--- src/common/plic_pkg.sv ---
package plic_pkg;

    // --------------------
    // Sizes
    // --------------------

    // Source 0 is reserved, so the live sources are 1 and 2
    localparam int plic_source_count     = 2;
    localparam int plic_target_count     = 2;
    localparam int plic_source_width     = 2;
    localparam int plic_prio_width       = 3;
    localparam int plic_reg_offset_width = 24;
    localparam int xlen                  = 32;

    // --------------------
    // Register map
    // --------------------

    typedef enum logic [plic_reg_offset_width-1:0] {
        prio_src0 = 24'h000000,
        prio_src1 = 24'h000004,
        prio_src2 = 24'h000008,
        pending   = 24'h001000,
        enable_t0 = 24'h002000,
        enable_t1 = 24'h002080,
        thresh_t0 = 24'h200000,
        claim_t0  = 24'h200004,
        thresh_t1 = 24'h201000,
        claim_t1  = 24'h201004
    } plic_reg_e;

    // Per-source gateway state
    typedef enum logic [1:0] {
        gw_idle,
        gw_pending,
        gw_in_service
    } gw_state_e;

    // --------------------
    // Bus structs
    // --------------------

    // Request side driven by the data bus master
    typedef struct packed {
        logic [xlen-1:0] addr;
        logic [xlen-1:0] w_data;
        logic            w_en;
        logic            cyc;
    } dbus2peri_s;

    // Reply side
    typedef struct packed {
        logic [xlen-1:0] r_data;
        logic            ack;
    } peri2dbus_s;

    // --------------------
    // Register block to gateways
    // --------------------

    // Claim pulses on the first cycle of a claim read,
    // complete pulses on the write of an identifier
    typedef struct packed {
        logic [plic_target_count-1:0]                        claim_req;
        logic [plic_target_count-1:0]                        complete_req;
        logic [plic_target_count-1:0][plic_source_width-1:0] complete_idx;
    } regs2gateway_s;

endpackage
--- src/hw/plic_top.sv ---
`timescale 1ns/1ps

module plic_top (
    input  logic                                     clk,
    input  logic                                     rst_n,

    // Data bus
    input  plic_pkg::dbus2peri_s                     dbus2plic_i,
    input  logic                                     plic_sel_i,
    output plic_pkg::peri2dbus_s                     plic2dbus_o,

    // Level sources in, interrupt lines out
    input  logic [plic_pkg::plic_source_count-1:0]   irq_src_i,
    output logic [plic_pkg::plic_target_count-1:0]   irq_o
);

    logic [plic_pkg::plic_target_count-1:0][plic_pkg::plic_source_count-1:0] regs_ie;
    logic [plic_pkg::plic_source_count-1:0][plic_pkg::plic_prio_width-1:0]   regs_prio;
    logic [plic_pkg::plic_target_count-1:0][plic_pkg::plic_prio_width-1:0]   regs_prio_th;
    logic [plic_pkg::plic_target_count-1:0][plic_pkg::plic_source_width-1:0] claim_idx;
    logic [plic_pkg::plic_source_count-1:0]                                  irq_pending;
    plic_pkg::regs2gateway_s                                                 regs2gateway;

    plic_regs u_regs (
        .clk            (clk),
        .rst_n          (rst_n),
        .dbus2plic_i    (dbus2plic_i),
        .plic_sel_i     (plic_sel_i),
        .plic2dbus_o    (plic2dbus_o),
        .irq_pending_i  (irq_pending),
        .claim_idx_i    (claim_idx),
        .regs_ie_o      (regs_ie),
        .regs_prio_o    (regs_prio),
        .regs_prio_th_o (regs_prio_th),
        .regs2gateway_o (regs2gateway)
    );

    plic_gateway u_gateway (
        .clk            (clk),
        .rst_n          (rst_n),
        .irq_src_i      (irq_src_i),
        .regs2gateway_i (regs2gateway),
        .claim_idx_i    (claim_idx),
        .irq_pending_o  (irq_pending)
    );

    plic_target u_target (
        .irq_pending_i  (irq_pending),
        .regs_ie_i      (regs_ie),
        .regs_prio_i    (regs_prio),
        .regs_prio_th_i (regs_prio_th),
        .claim_idx_o    (claim_idx),
        .irq_o          (irq_o)
    );

endmodule

--- src/plic/plic_target.sv ---
`timescale 1ns/1ps

module plic_target (
    input  logic [plic_pkg::plic_source_count-1:0]   irq_pending_i,
    input  logic [plic_pkg::plic_target_count-1:0]
                 [plic_pkg::plic_source_count-1:0]   regs_ie_i,
    input  logic [plic_pkg::plic_source_count-1:0]
                 [plic_pkg::plic_prio_width-1:0]     regs_prio_i,
    input  logic [plic_pkg::plic_target_count-1:0]
                 [plic_pkg::plic_prio_width-1:0]     regs_prio_th_i,
    output logic [plic_pkg::plic_target_count-1:0]
                 [plic_pkg::plic_source_width-1:0]   claim_idx_o,
    output logic [plic_pkg::plic_target_count-1:0]   irq_o
);

    // Running best priority seeded with the threshold
    logic [plic_pkg::plic_target_count-1:0][plic_pkg::plic_prio_width-1:0] best_prio;

    // --------------------
    // Best source per target
    // --------------------

    // Ascending scan with a strict compare, so ties keep the lower identifier.
    // Seeding with the threshold makes "above threshold" fall out of the compare
    always_comb begin
        for (int t = 0; t < plic_pkg::plic_target_count; t++) begin
            best_prio[t]   = regs_prio_th_i[t];
            claim_idx_o[t] = '0;
            for (int s = 0; s < plic_pkg::plic_source_count; s++) begin
                if (irq_pending_i[s] && regs_ie_i[t][s] &&
                    regs_prio_i[s] > best_prio[t]) begin
                    best_prio[t]   = regs_prio_i[s];
                    claim_idx_o[t] = plic_pkg::plic_source_width'(s + 1);
                end
            end
        end
    end

    // Interrupt line per target
    always_comb begin
        for (int t = 0; t < plic_pkg::plic_target_count; t++) begin
            irq_o[t] = (claim_idx_o[t] != '0);
        end
    end

endmodule

--- src/plic/plic_gateway.sv ---
`timescale 1ns/1ps

module plic_gateway (
    input  logic                                     clk,
    input  logic                                     rst_n,
    input  logic [plic_pkg::plic_source_count-1:0]   irq_src_i,
    input  plic_pkg::regs2gateway_s                  regs2gateway_i,
    input  logic [plic_pkg::plic_target_count-1:0]
                 [plic_pkg::plic_source_width-1:0]   claim_idx_i,
    output logic [plic_pkg::plic_source_count-1:0]   irq_pending_o
);

    plic_pkg::gw_state_e                        state_q [plic_pkg::plic_source_count];
    plic_pkg::gw_state_e                        state_d [plic_pkg::plic_source_count];
    logic [plic_pkg::plic_source_count-1:0]     claim_hit;
    logic [plic_pkg::plic_source_count-1:0]     complete_hit;

    // Array index s carries source identifier s + 1
    always_comb begin
        claim_hit    = '0;
        complete_hit = '0;
        for (int s = 0; s < plic_pkg::plic_source_count; s++) begin
            for (int t = 0; t < plic_pkg::plic_target_count; t++) begin
                if (regs2gateway_i.claim_req[t] &&
                    claim_idx_i[t] == plic_pkg::plic_source_width'(s + 1)) begin
                    claim_hit[s] = 1'b1;
                end
                if (regs2gateway_i.complete_req[t] &&
                    regs2gateway_i.complete_idx[t] == plic_pkg::plic_source_width'(s + 1)) begin
                    complete_hit[s] = 1'b1;
                end
            end
        end
    end

    // --------------------
    // Request latch per source
    // --------------------

    always_comb begin
        for (int s = 0; s < plic_pkg::plic_source_count; s++) begin
            state_d[s] = state_q[s];
            case (state_q[s])
                plic_pkg::gw_idle:       if (irq_src_i[s])    state_d[s] = plic_pkg::gw_pending;
                plic_pkg::gw_pending:    if (claim_hit[s])    state_d[s] = plic_pkg::gw_in_service;
                // Held here until the handler completes, so no second claim
                plic_pkg::gw_in_service: if (complete_hit[s]) state_d[s] = plic_pkg::gw_idle;
                default:                 state_d[s] = plic_pkg::gw_idle;
            endcase
            irq_pending_o[s] = (state_q[s] == plic_pkg::gw_pending);
        end
    end

    always_ff @(posedge clk or negedge rst_n) begin
        if (!rst_n) begin
            for (int s = 0; s < plic_pkg::plic_source_count; s++) begin
                state_q[s] <= plic_pkg::gw_idle;
            end
        end else begin
            for (int s = 0; s < plic_pkg::plic_source_count; s++) begin
                state_q[s] <= state_d[s];
            end
        end
    end

endmodule

--- src/plic/plic_regs.sv ---
`timescale 1ns/1ps

module plic_regs (
    input  logic                                     clk,
    input  logic                                     rst_n,

    // Data bus
    input  plic_pkg::dbus2peri_s                     dbus2plic_i,
    input  logic                                     plic_sel_i,
    output plic_pkg::peri2dbus_s                     plic2dbus_o,

    // Status from gateways and target selection
    input  logic [plic_pkg::plic_source_count-1:0]   irq_pending_i,
    input  logic [plic_pkg::plic_target_count-1:0]
                 [plic_pkg::plic_source_width-1:0]   claim_idx_i,

    // Configuration out
    output logic [plic_pkg::plic_target_count-1:0]
                 [plic_pkg::plic_source_count-1:0]   regs_ie_o,
    output logic [plic_pkg::plic_source_count-1:0]
                 [plic_pkg::plic_prio_width-1:0]     regs_prio_o,
    output logic [plic_pkg::plic_target_count-1:0]
                 [plic_pkg::plic_prio_width-1:0]     regs_prio_th_o,
    output plic_pkg::regs2gateway_s                  regs2gateway_o
);

    plic_pkg::plic_reg_e                          reg_addr;
    logic [plic_pkg::xlen-1:0]                    reg_w_data;
    logic [plic_pkg::xlen-1:0]                    reg_r_data;
    logic                                         reg_rd_req;
    logic                                         reg_wr_req;

    logic [plic_pkg::plic_source_count-1:0]       prio_wr_flag;
    logic [plic_pkg::plic_target_count-1:0]       ie_wr_flag;
    logic [plic_pkg::plic_target_count-1:0]       th_wr_flag;

    logic [plic_pkg::plic_source_count-1:0][plic_pkg::plic_prio_width-1:0]   prio_q;
    logic [plic_pkg::plic_target_count-1:0][plic_pkg::plic_source_count-1:0] ie_q;
    logic [plic_pkg::plic_target_count-1:0][plic_pkg::plic_prio_width-1:0]   th_q;

    plic_pkg::peri2dbus_s                         rsp_q;

    // Only the low offset bits are decoded
    assign reg_addr   = plic_pkg::plic_reg_e'(
                            dbus2plic_i.addr[plic_pkg::plic_reg_offset_width-1:0]);
    assign reg_w_data = dbus2plic_i.w_data;
    assign reg_rd_req = dbus2plic_i.cyc && plic_sel_i && !dbus2plic_i.w_en;
    assign reg_wr_req = dbus2plic_i.cyc && plic_sel_i && dbus2plic_i.w_en;

    // --------------------
    // Read decode
    // --------------------

    always_comb begin
        reg_r_data                  = '0;
        regs2gateway_o.claim_req    = '0;
        if (reg_rd_req) begin
            case (reg_addr)
                plic_pkg::prio_src1: reg_r_data[plic_pkg::plic_prio_width-1:0] = prio_q[0];
                plic_pkg::prio_src2: reg_r_data[plic_pkg::plic_prio_width-1:0] = prio_q[1];
                // Bit 0 stands for the reserved source
                plic_pkg::pending:   reg_r_data[plic_pkg::plic_source_count:0] = {irq_pending_i, 1'b0};
                plic_pkg::enable_t0: reg_r_data[plic_pkg::plic_source_count:0] = {ie_q[0], 1'b0};
                plic_pkg::enable_t1: reg_r_data[plic_pkg::plic_source_count:0] = {ie_q[1], 1'b0};
                plic_pkg::thresh_t0: reg_r_data[plic_pkg::plic_prio_width-1:0] = th_q[0];
                plic_pkg::thresh_t1: reg_r_data[plic_pkg::plic_prio_width-1:0] = th_q[1];
                plic_pkg::claim_t0: begin
                    reg_r_data[plic_pkg::plic_source_width-1:0] = claim_idx_i[0];
                    // The ack masks all but the first cycle of a read
                    regs2gateway_o.claim_req[0] = !rsp_q.ack;
                end
                plic_pkg::claim_t1: begin
                    reg_r_data[plic_pkg::plic_source_width-1:0] = claim_idx_i[1];
                    regs2gateway_o.claim_req[1] = !rsp_q.ack;
                end
                default: reg_r_data = '0;
            endcase
        end
    end

    // --------------------
    // Write decode
    // --------------------

    always_comb begin
        prio_wr_flag                = '0;
        ie_wr_flag                  = '0;
        th_wr_flag                  = '0;
        regs2gateway_o.complete_req = '0;
        regs2gateway_o.complete_idx = '0;
        if (reg_wr_req) begin
            case (reg_addr)
                plic_pkg::prio_src1: prio_wr_flag[0] = 1'b1;
                plic_pkg::prio_src2: prio_wr_flag[1] = 1'b1;
                plic_pkg::enable_t0: ie_wr_flag[0]   = 1'b1;
                plic_pkg::enable_t1: ie_wr_flag[1]   = 1'b1;
                plic_pkg::thresh_t0: th_wr_flag[0]   = 1'b1;
                plic_pkg::thresh_t1: th_wr_flag[1]   = 1'b1;
                plic_pkg::claim_t0: begin
                    regs2gateway_o.complete_req[0] = 1'b1;
                    regs2gateway_o.complete_idx[0] =
                        reg_w_data[plic_pkg::plic_source_width-1:0];
                end
                plic_pkg::claim_t1: begin
                    regs2gateway_o.complete_req[1] = 1'b1;
                    regs2gateway_o.complete_idx[1] =
                        reg_w_data[plic_pkg::plic_source_width-1:0];
                end
                // prio_src0, pending and unmapped offsets drop the write
                default: ;
            endcase
        end
    end

    // --------------------
    // Configuration registers
    // --------------------

    always_ff @(posedge clk or negedge rst_n) begin
        if (!rst_n) begin
            prio_q <= '0;
            ie_q   <= '0;
            th_q   <= '0;
        end else begin
            for (int s = 0; s < plic_pkg::plic_source_count; s++) begin
                if (prio_wr_flag[s]) begin
                    prio_q[s] <= reg_w_data[plic_pkg::plic_prio_width-1:0];
                end
            end
            for (int t = 0; t < plic_pkg::plic_target_count; t++) begin
                // Enable bits line up with source identifiers
                if (ie_wr_flag[t]) begin
                    ie_q[t] <= reg_w_data[plic_pkg::plic_source_count:1];
                end
                if (th_wr_flag[t]) begin
                    th_q[t] <= reg_w_data[plic_pkg::plic_prio_width-1:0];
                end
            end
        end
    end

    // The read ack drops for a cycle after each read
    always_ff @(posedge clk or negedge rst_n) begin
        if (!rst_n) begin
            rsp_q <= '0;
        end else begin
            rsp_q.ack    <= reg_rd_req && !rsp_q.ack;
            rsp_q.r_data <= reg_r_data;
        end
    end

    assign plic2dbus_o.r_data = rsp_q.r_data;
    assign plic2dbus_o.ack    = reg_wr_req || rsp_q.ack;

    assign regs_ie_o      = ie_q;
    assign regs_prio_o    = prio_q;
    assign regs_prio_th_o = th_q;

endmodule

--- config.mk ---
export PLATFORM = sky130hd
export DESIGN_NAME = plic_top
export DESIGN_NICKNAME = d
export VERILOG_FILES = /design/src/common/plic_pkg.sv /design/src/hw/plic_top.sv /design/src/plic/plic_target.sv /design/src/plic/plic_gateway.sv /design/src/plic/plic_regs.sv
export SDC_FILE = /design/constraint.sdc
export NUM_CORES = 1
export LEC_CHECK = 0
export BUFFER_PORTS_ARGS = -buffer_cell sky130_fd_sc_hd__buf_2
export CORE_MARGIN = 4
export CORE_UTILIZATION = 48
export DETAILED_ROUTE_END_ITERATION = 10
export GPL_ROUTABILITY_DRIVEN = 1
export GPL_TIMING_DRIVEN = 0
export PLACE_DENSITY = 0.91
export SLEW_MARGIN = 30
export SYNTH_ARGS = -nofsm -noshare
export SYNTH_HDL_FRONTEND = slang
export SYNTH_SLANG_ARGS = --single-unit
--- constraint.sdc ---
create_clock -name clk -period 5.82 [get_ports clk]
set_input_delay 0.582 -clock clk [delete_from_list [all_inputs] [get_ports clk]]
set_output_delay 0.582 -clock clk [all_outputs]
set_load 0.005 [all_outputs]
==> impl_metrics.ini <==
[power]
power_density_mw_per_mm2 = 136
switchingPower_uw = 72.7
power_frac_clock_pct = 33.8
seq_power_share_pct = 51.5
swShare_pct = 22.4
p_comb_share_pct = 14.8
p_int_uw = 252
leakagePower_nw = 1.24
peakVddDrop_mv = 0.122

[place]
placed_cell_area_sq_mm = 0.00234
place_hpwl_um = 3670
place_congestion = 1.01
port_buffers = 38

[clocking]
cts.htree.levels = 1
path_clk_slew_ns = 0.08
cts.sinks = 24
postCtsHoldBufs = 0
post_cts_resized = 0
postCtsSetupRepairBufs = 0
clkLatencyLatePin_ns = 0.26
clockBufferDepth = 2
cts_buffers = 3
cts_tree = yes
cts_root_buf = clkbuf_8

[global_routing]
grt_usage_pct = 17.2
grt_pass1_vias = 1547
grt_remaining_overflow = 0
grt_antenna_before_repair = 0
grt_max_degree = 25
grt_first_pass_wirelength_um = 7140

[sta]
timing.fmax_mhz = 270
post-route-period-util_pct = 63.7
rsz0062_at_grt = no
hold_viol_final = 0
clock_skew_ns = 0.00369
setup_viol = 0
drv_slew = 0
finalSetupTns_ns = 0
slew_headroom_pct = 63.9
layout_min_cycle_time_ns = 3.71
worst_pin_slew_ns = 0.537

[floorplanning]
die_area_sq_mm = 0.00522
die_w_um = 72.2
pin_count = 106
die_h_um = 72.2
rows = 23
core_area_sq_mm = 0.00400
start_util_pct = 49.5

[cells_and_area]
multi_input_area_sq_mm = 0.00117
nets = 368
design_area_sq_mm = 0.00239
nFillCells = 353
area_growth_pct = 20.9
drive_gt1_share_pct = 36.3
register_area_sq_um = 601
n_antenna_cell = 0

[yosys]
synth_top_area_share_pct = 30.3
synth_commonest_cells = buf_4 (32), dfrtp_1 (24), mux2_2 (13)
netlist_area_sq_mm = 0.00198
synth.area.top_cells = dfrtp_1 (30%), buf_4 (12%), ha_1 (7.6%), mux2_2 (7.4%), nor4_4 (3.2%)
ys_seq_area_share_pct = 30.3
synth_most_common_cell = buf_4
synth_edf_count = 0
synthCells = 214
synthFlopType = dfrtp_1
yosys.area.top_type = dfrtp_1
syn_area_per_cell_sq_um = 9.25
yosys_warnings = 0
yosys_register_bits = 24
yosysUniqueCellTypes = 44
synthArstFlopShare_pct = 100

[route]
drt_iter0_markers = 110
viasPerCell = 5.08
dr.pass1.iters = 4
dr_total_vias = 1696
ant_nets = 0
wl_per_cell_um = 13.4
wl_um = 4470
drc = 0

[outcome]
run_status = completed

[critical_path]
rrSetupSlack_ns = 2.55
arrival_ns = 3.12
ff2ff_path_depth = 13
rr_endpoint = u_gateway.state_q[2]
startpoint_type = register
worstSetupEndpointType = primary output
worstSetupPathType = register to primary output
path_max_fanout = 7
cp_data_required_time_ns = 5.24
r2r-start = u_regs.regs_prio_o[1]

[run]
drv_cap = 0

[worst_hold_path]
hold_path.class = primary input to asynchronous set/reset pin
-- power groups by stage --
stage | Clock, mW | Combinational, mW | Sequential, mW
floorplan | 0 | 0.0278 | 0.170
finish | 0.109 | 0.0480 | 0.167
detailed placement | 0 | 0.0474 | 0.170
CTS | 0.112 | 0.0474 | 0.167
global placement | 0 | 0.0463 | 0.170
global route | 0.117 | 0.0536 | 0.167
-- layout make-up --
cell class              count  area share (%)
inverters                  11            1.73
plain buffers              36            11.3
well taps                  50            2.62
repair buffers             38            7.95
clock buffers               4            2.30
multi-input cells         171            49.0
flip-flops and latches     24            25.1
-- worst max-delay path by stage --
stage / endpoint / slack (ns) / start
floorplan: irq_o[1] / 2.96 / u_regs.regs_prio_o[1]
global placement: irq_o[1] / 2.52 / u_regs.regs_prio_o[1]
detailed placement: irq_o[1] / 2.46 / u_regs.regs_prio_o[1]
CTS: irq_o[0] / 2.17 / u_regs.regs_prio_o[1]
global route: irq_o[0] / 1.90 / u_regs.regs_prio_o[1]
finish: irq_o[0] / 2.11 / u_regs.regs_prio_o[1]
-- worst max-delay path: stages, from the launching register on --
cell and delay (ns):
dfrtp_1 0.47, ha_1 0.35, nor2b_1 0.16, o21ai_0 0.09, a21oi_1 0.42, nor2_1 0.09
a21oi_1 0.15, ha_1 0.26, nor2b_1 0.13, o21a_1 0.16, o2111ai_1 0.33, nand2b_1 0.11
buf_2 0.14
-- cells by family after synthesis --
family | after synthesis | share of synthesized area [%]
AO/OA/AOI/OAI | 37 | 11.8
buffers and inverters | 47 | 15.8
adder cells (fa/ha/maj) | 12 | 7.59
other | 1 | 0.189
multiplexers | 18 | 10.7
AND/OR/NAND/NOR | 75 | 23.6
flip-flops | 24 | 30.3
-- placed cells by master, fill, tap and decap left out, types with 11 or more instances in the layout --
cell type | synthesis | final
ha_1 | 12 | 12
buf_2 | 1 | 39
dfrtp_1 | 24 | 24
nand2_1 | 12 | 12
mux2_2 | 13 | 13
nand3_1 | 11 | 11
inv_1 | 11 | 11
buf_4 | 32 | 32
nor2_1 | 12 | 12
conb_1 | 1 | 29
-- sequential cells by signal, indices dropped and copies added (netlist names) --
signal	count
u_gateway.state_q	4
u_regs.plic2dbus_o	3
u_regs.regs_ie_o	4
u_regs.regs_prio_o	6
u_regs.regs_prio_th_o	6
u_regs.rsp_q	1
-- metal layers --
layer,up-vias,wire length (um),global-route usage [%],part of all wire [%]
li1,852,-,-,-
met1,777,1840,21.7,41
met5,-,0,0,0
met2,59,2280,30.6,51
met3,8,298,2.77,6.7
met4,0,59,4.18,1.3
-- through the flow --
stage	hold slack (ns)	total power [mW]	setup WS, ns	std cells	util [%]
after CTS	0.311	0.327	2.17	334	59.8
after detailed placement	0.439	0.218	2.46	330	58.4
after global placement	0.440	0.217	2.52	330	58.4
final	0.291	0.324	2.11	334	59.8
after global routing	0.345	0.338	1.90	334	59.8
after floorplan	0.286	0.198	2.96	242	-
Note: power is estimated with default switching activity, not from simulation.
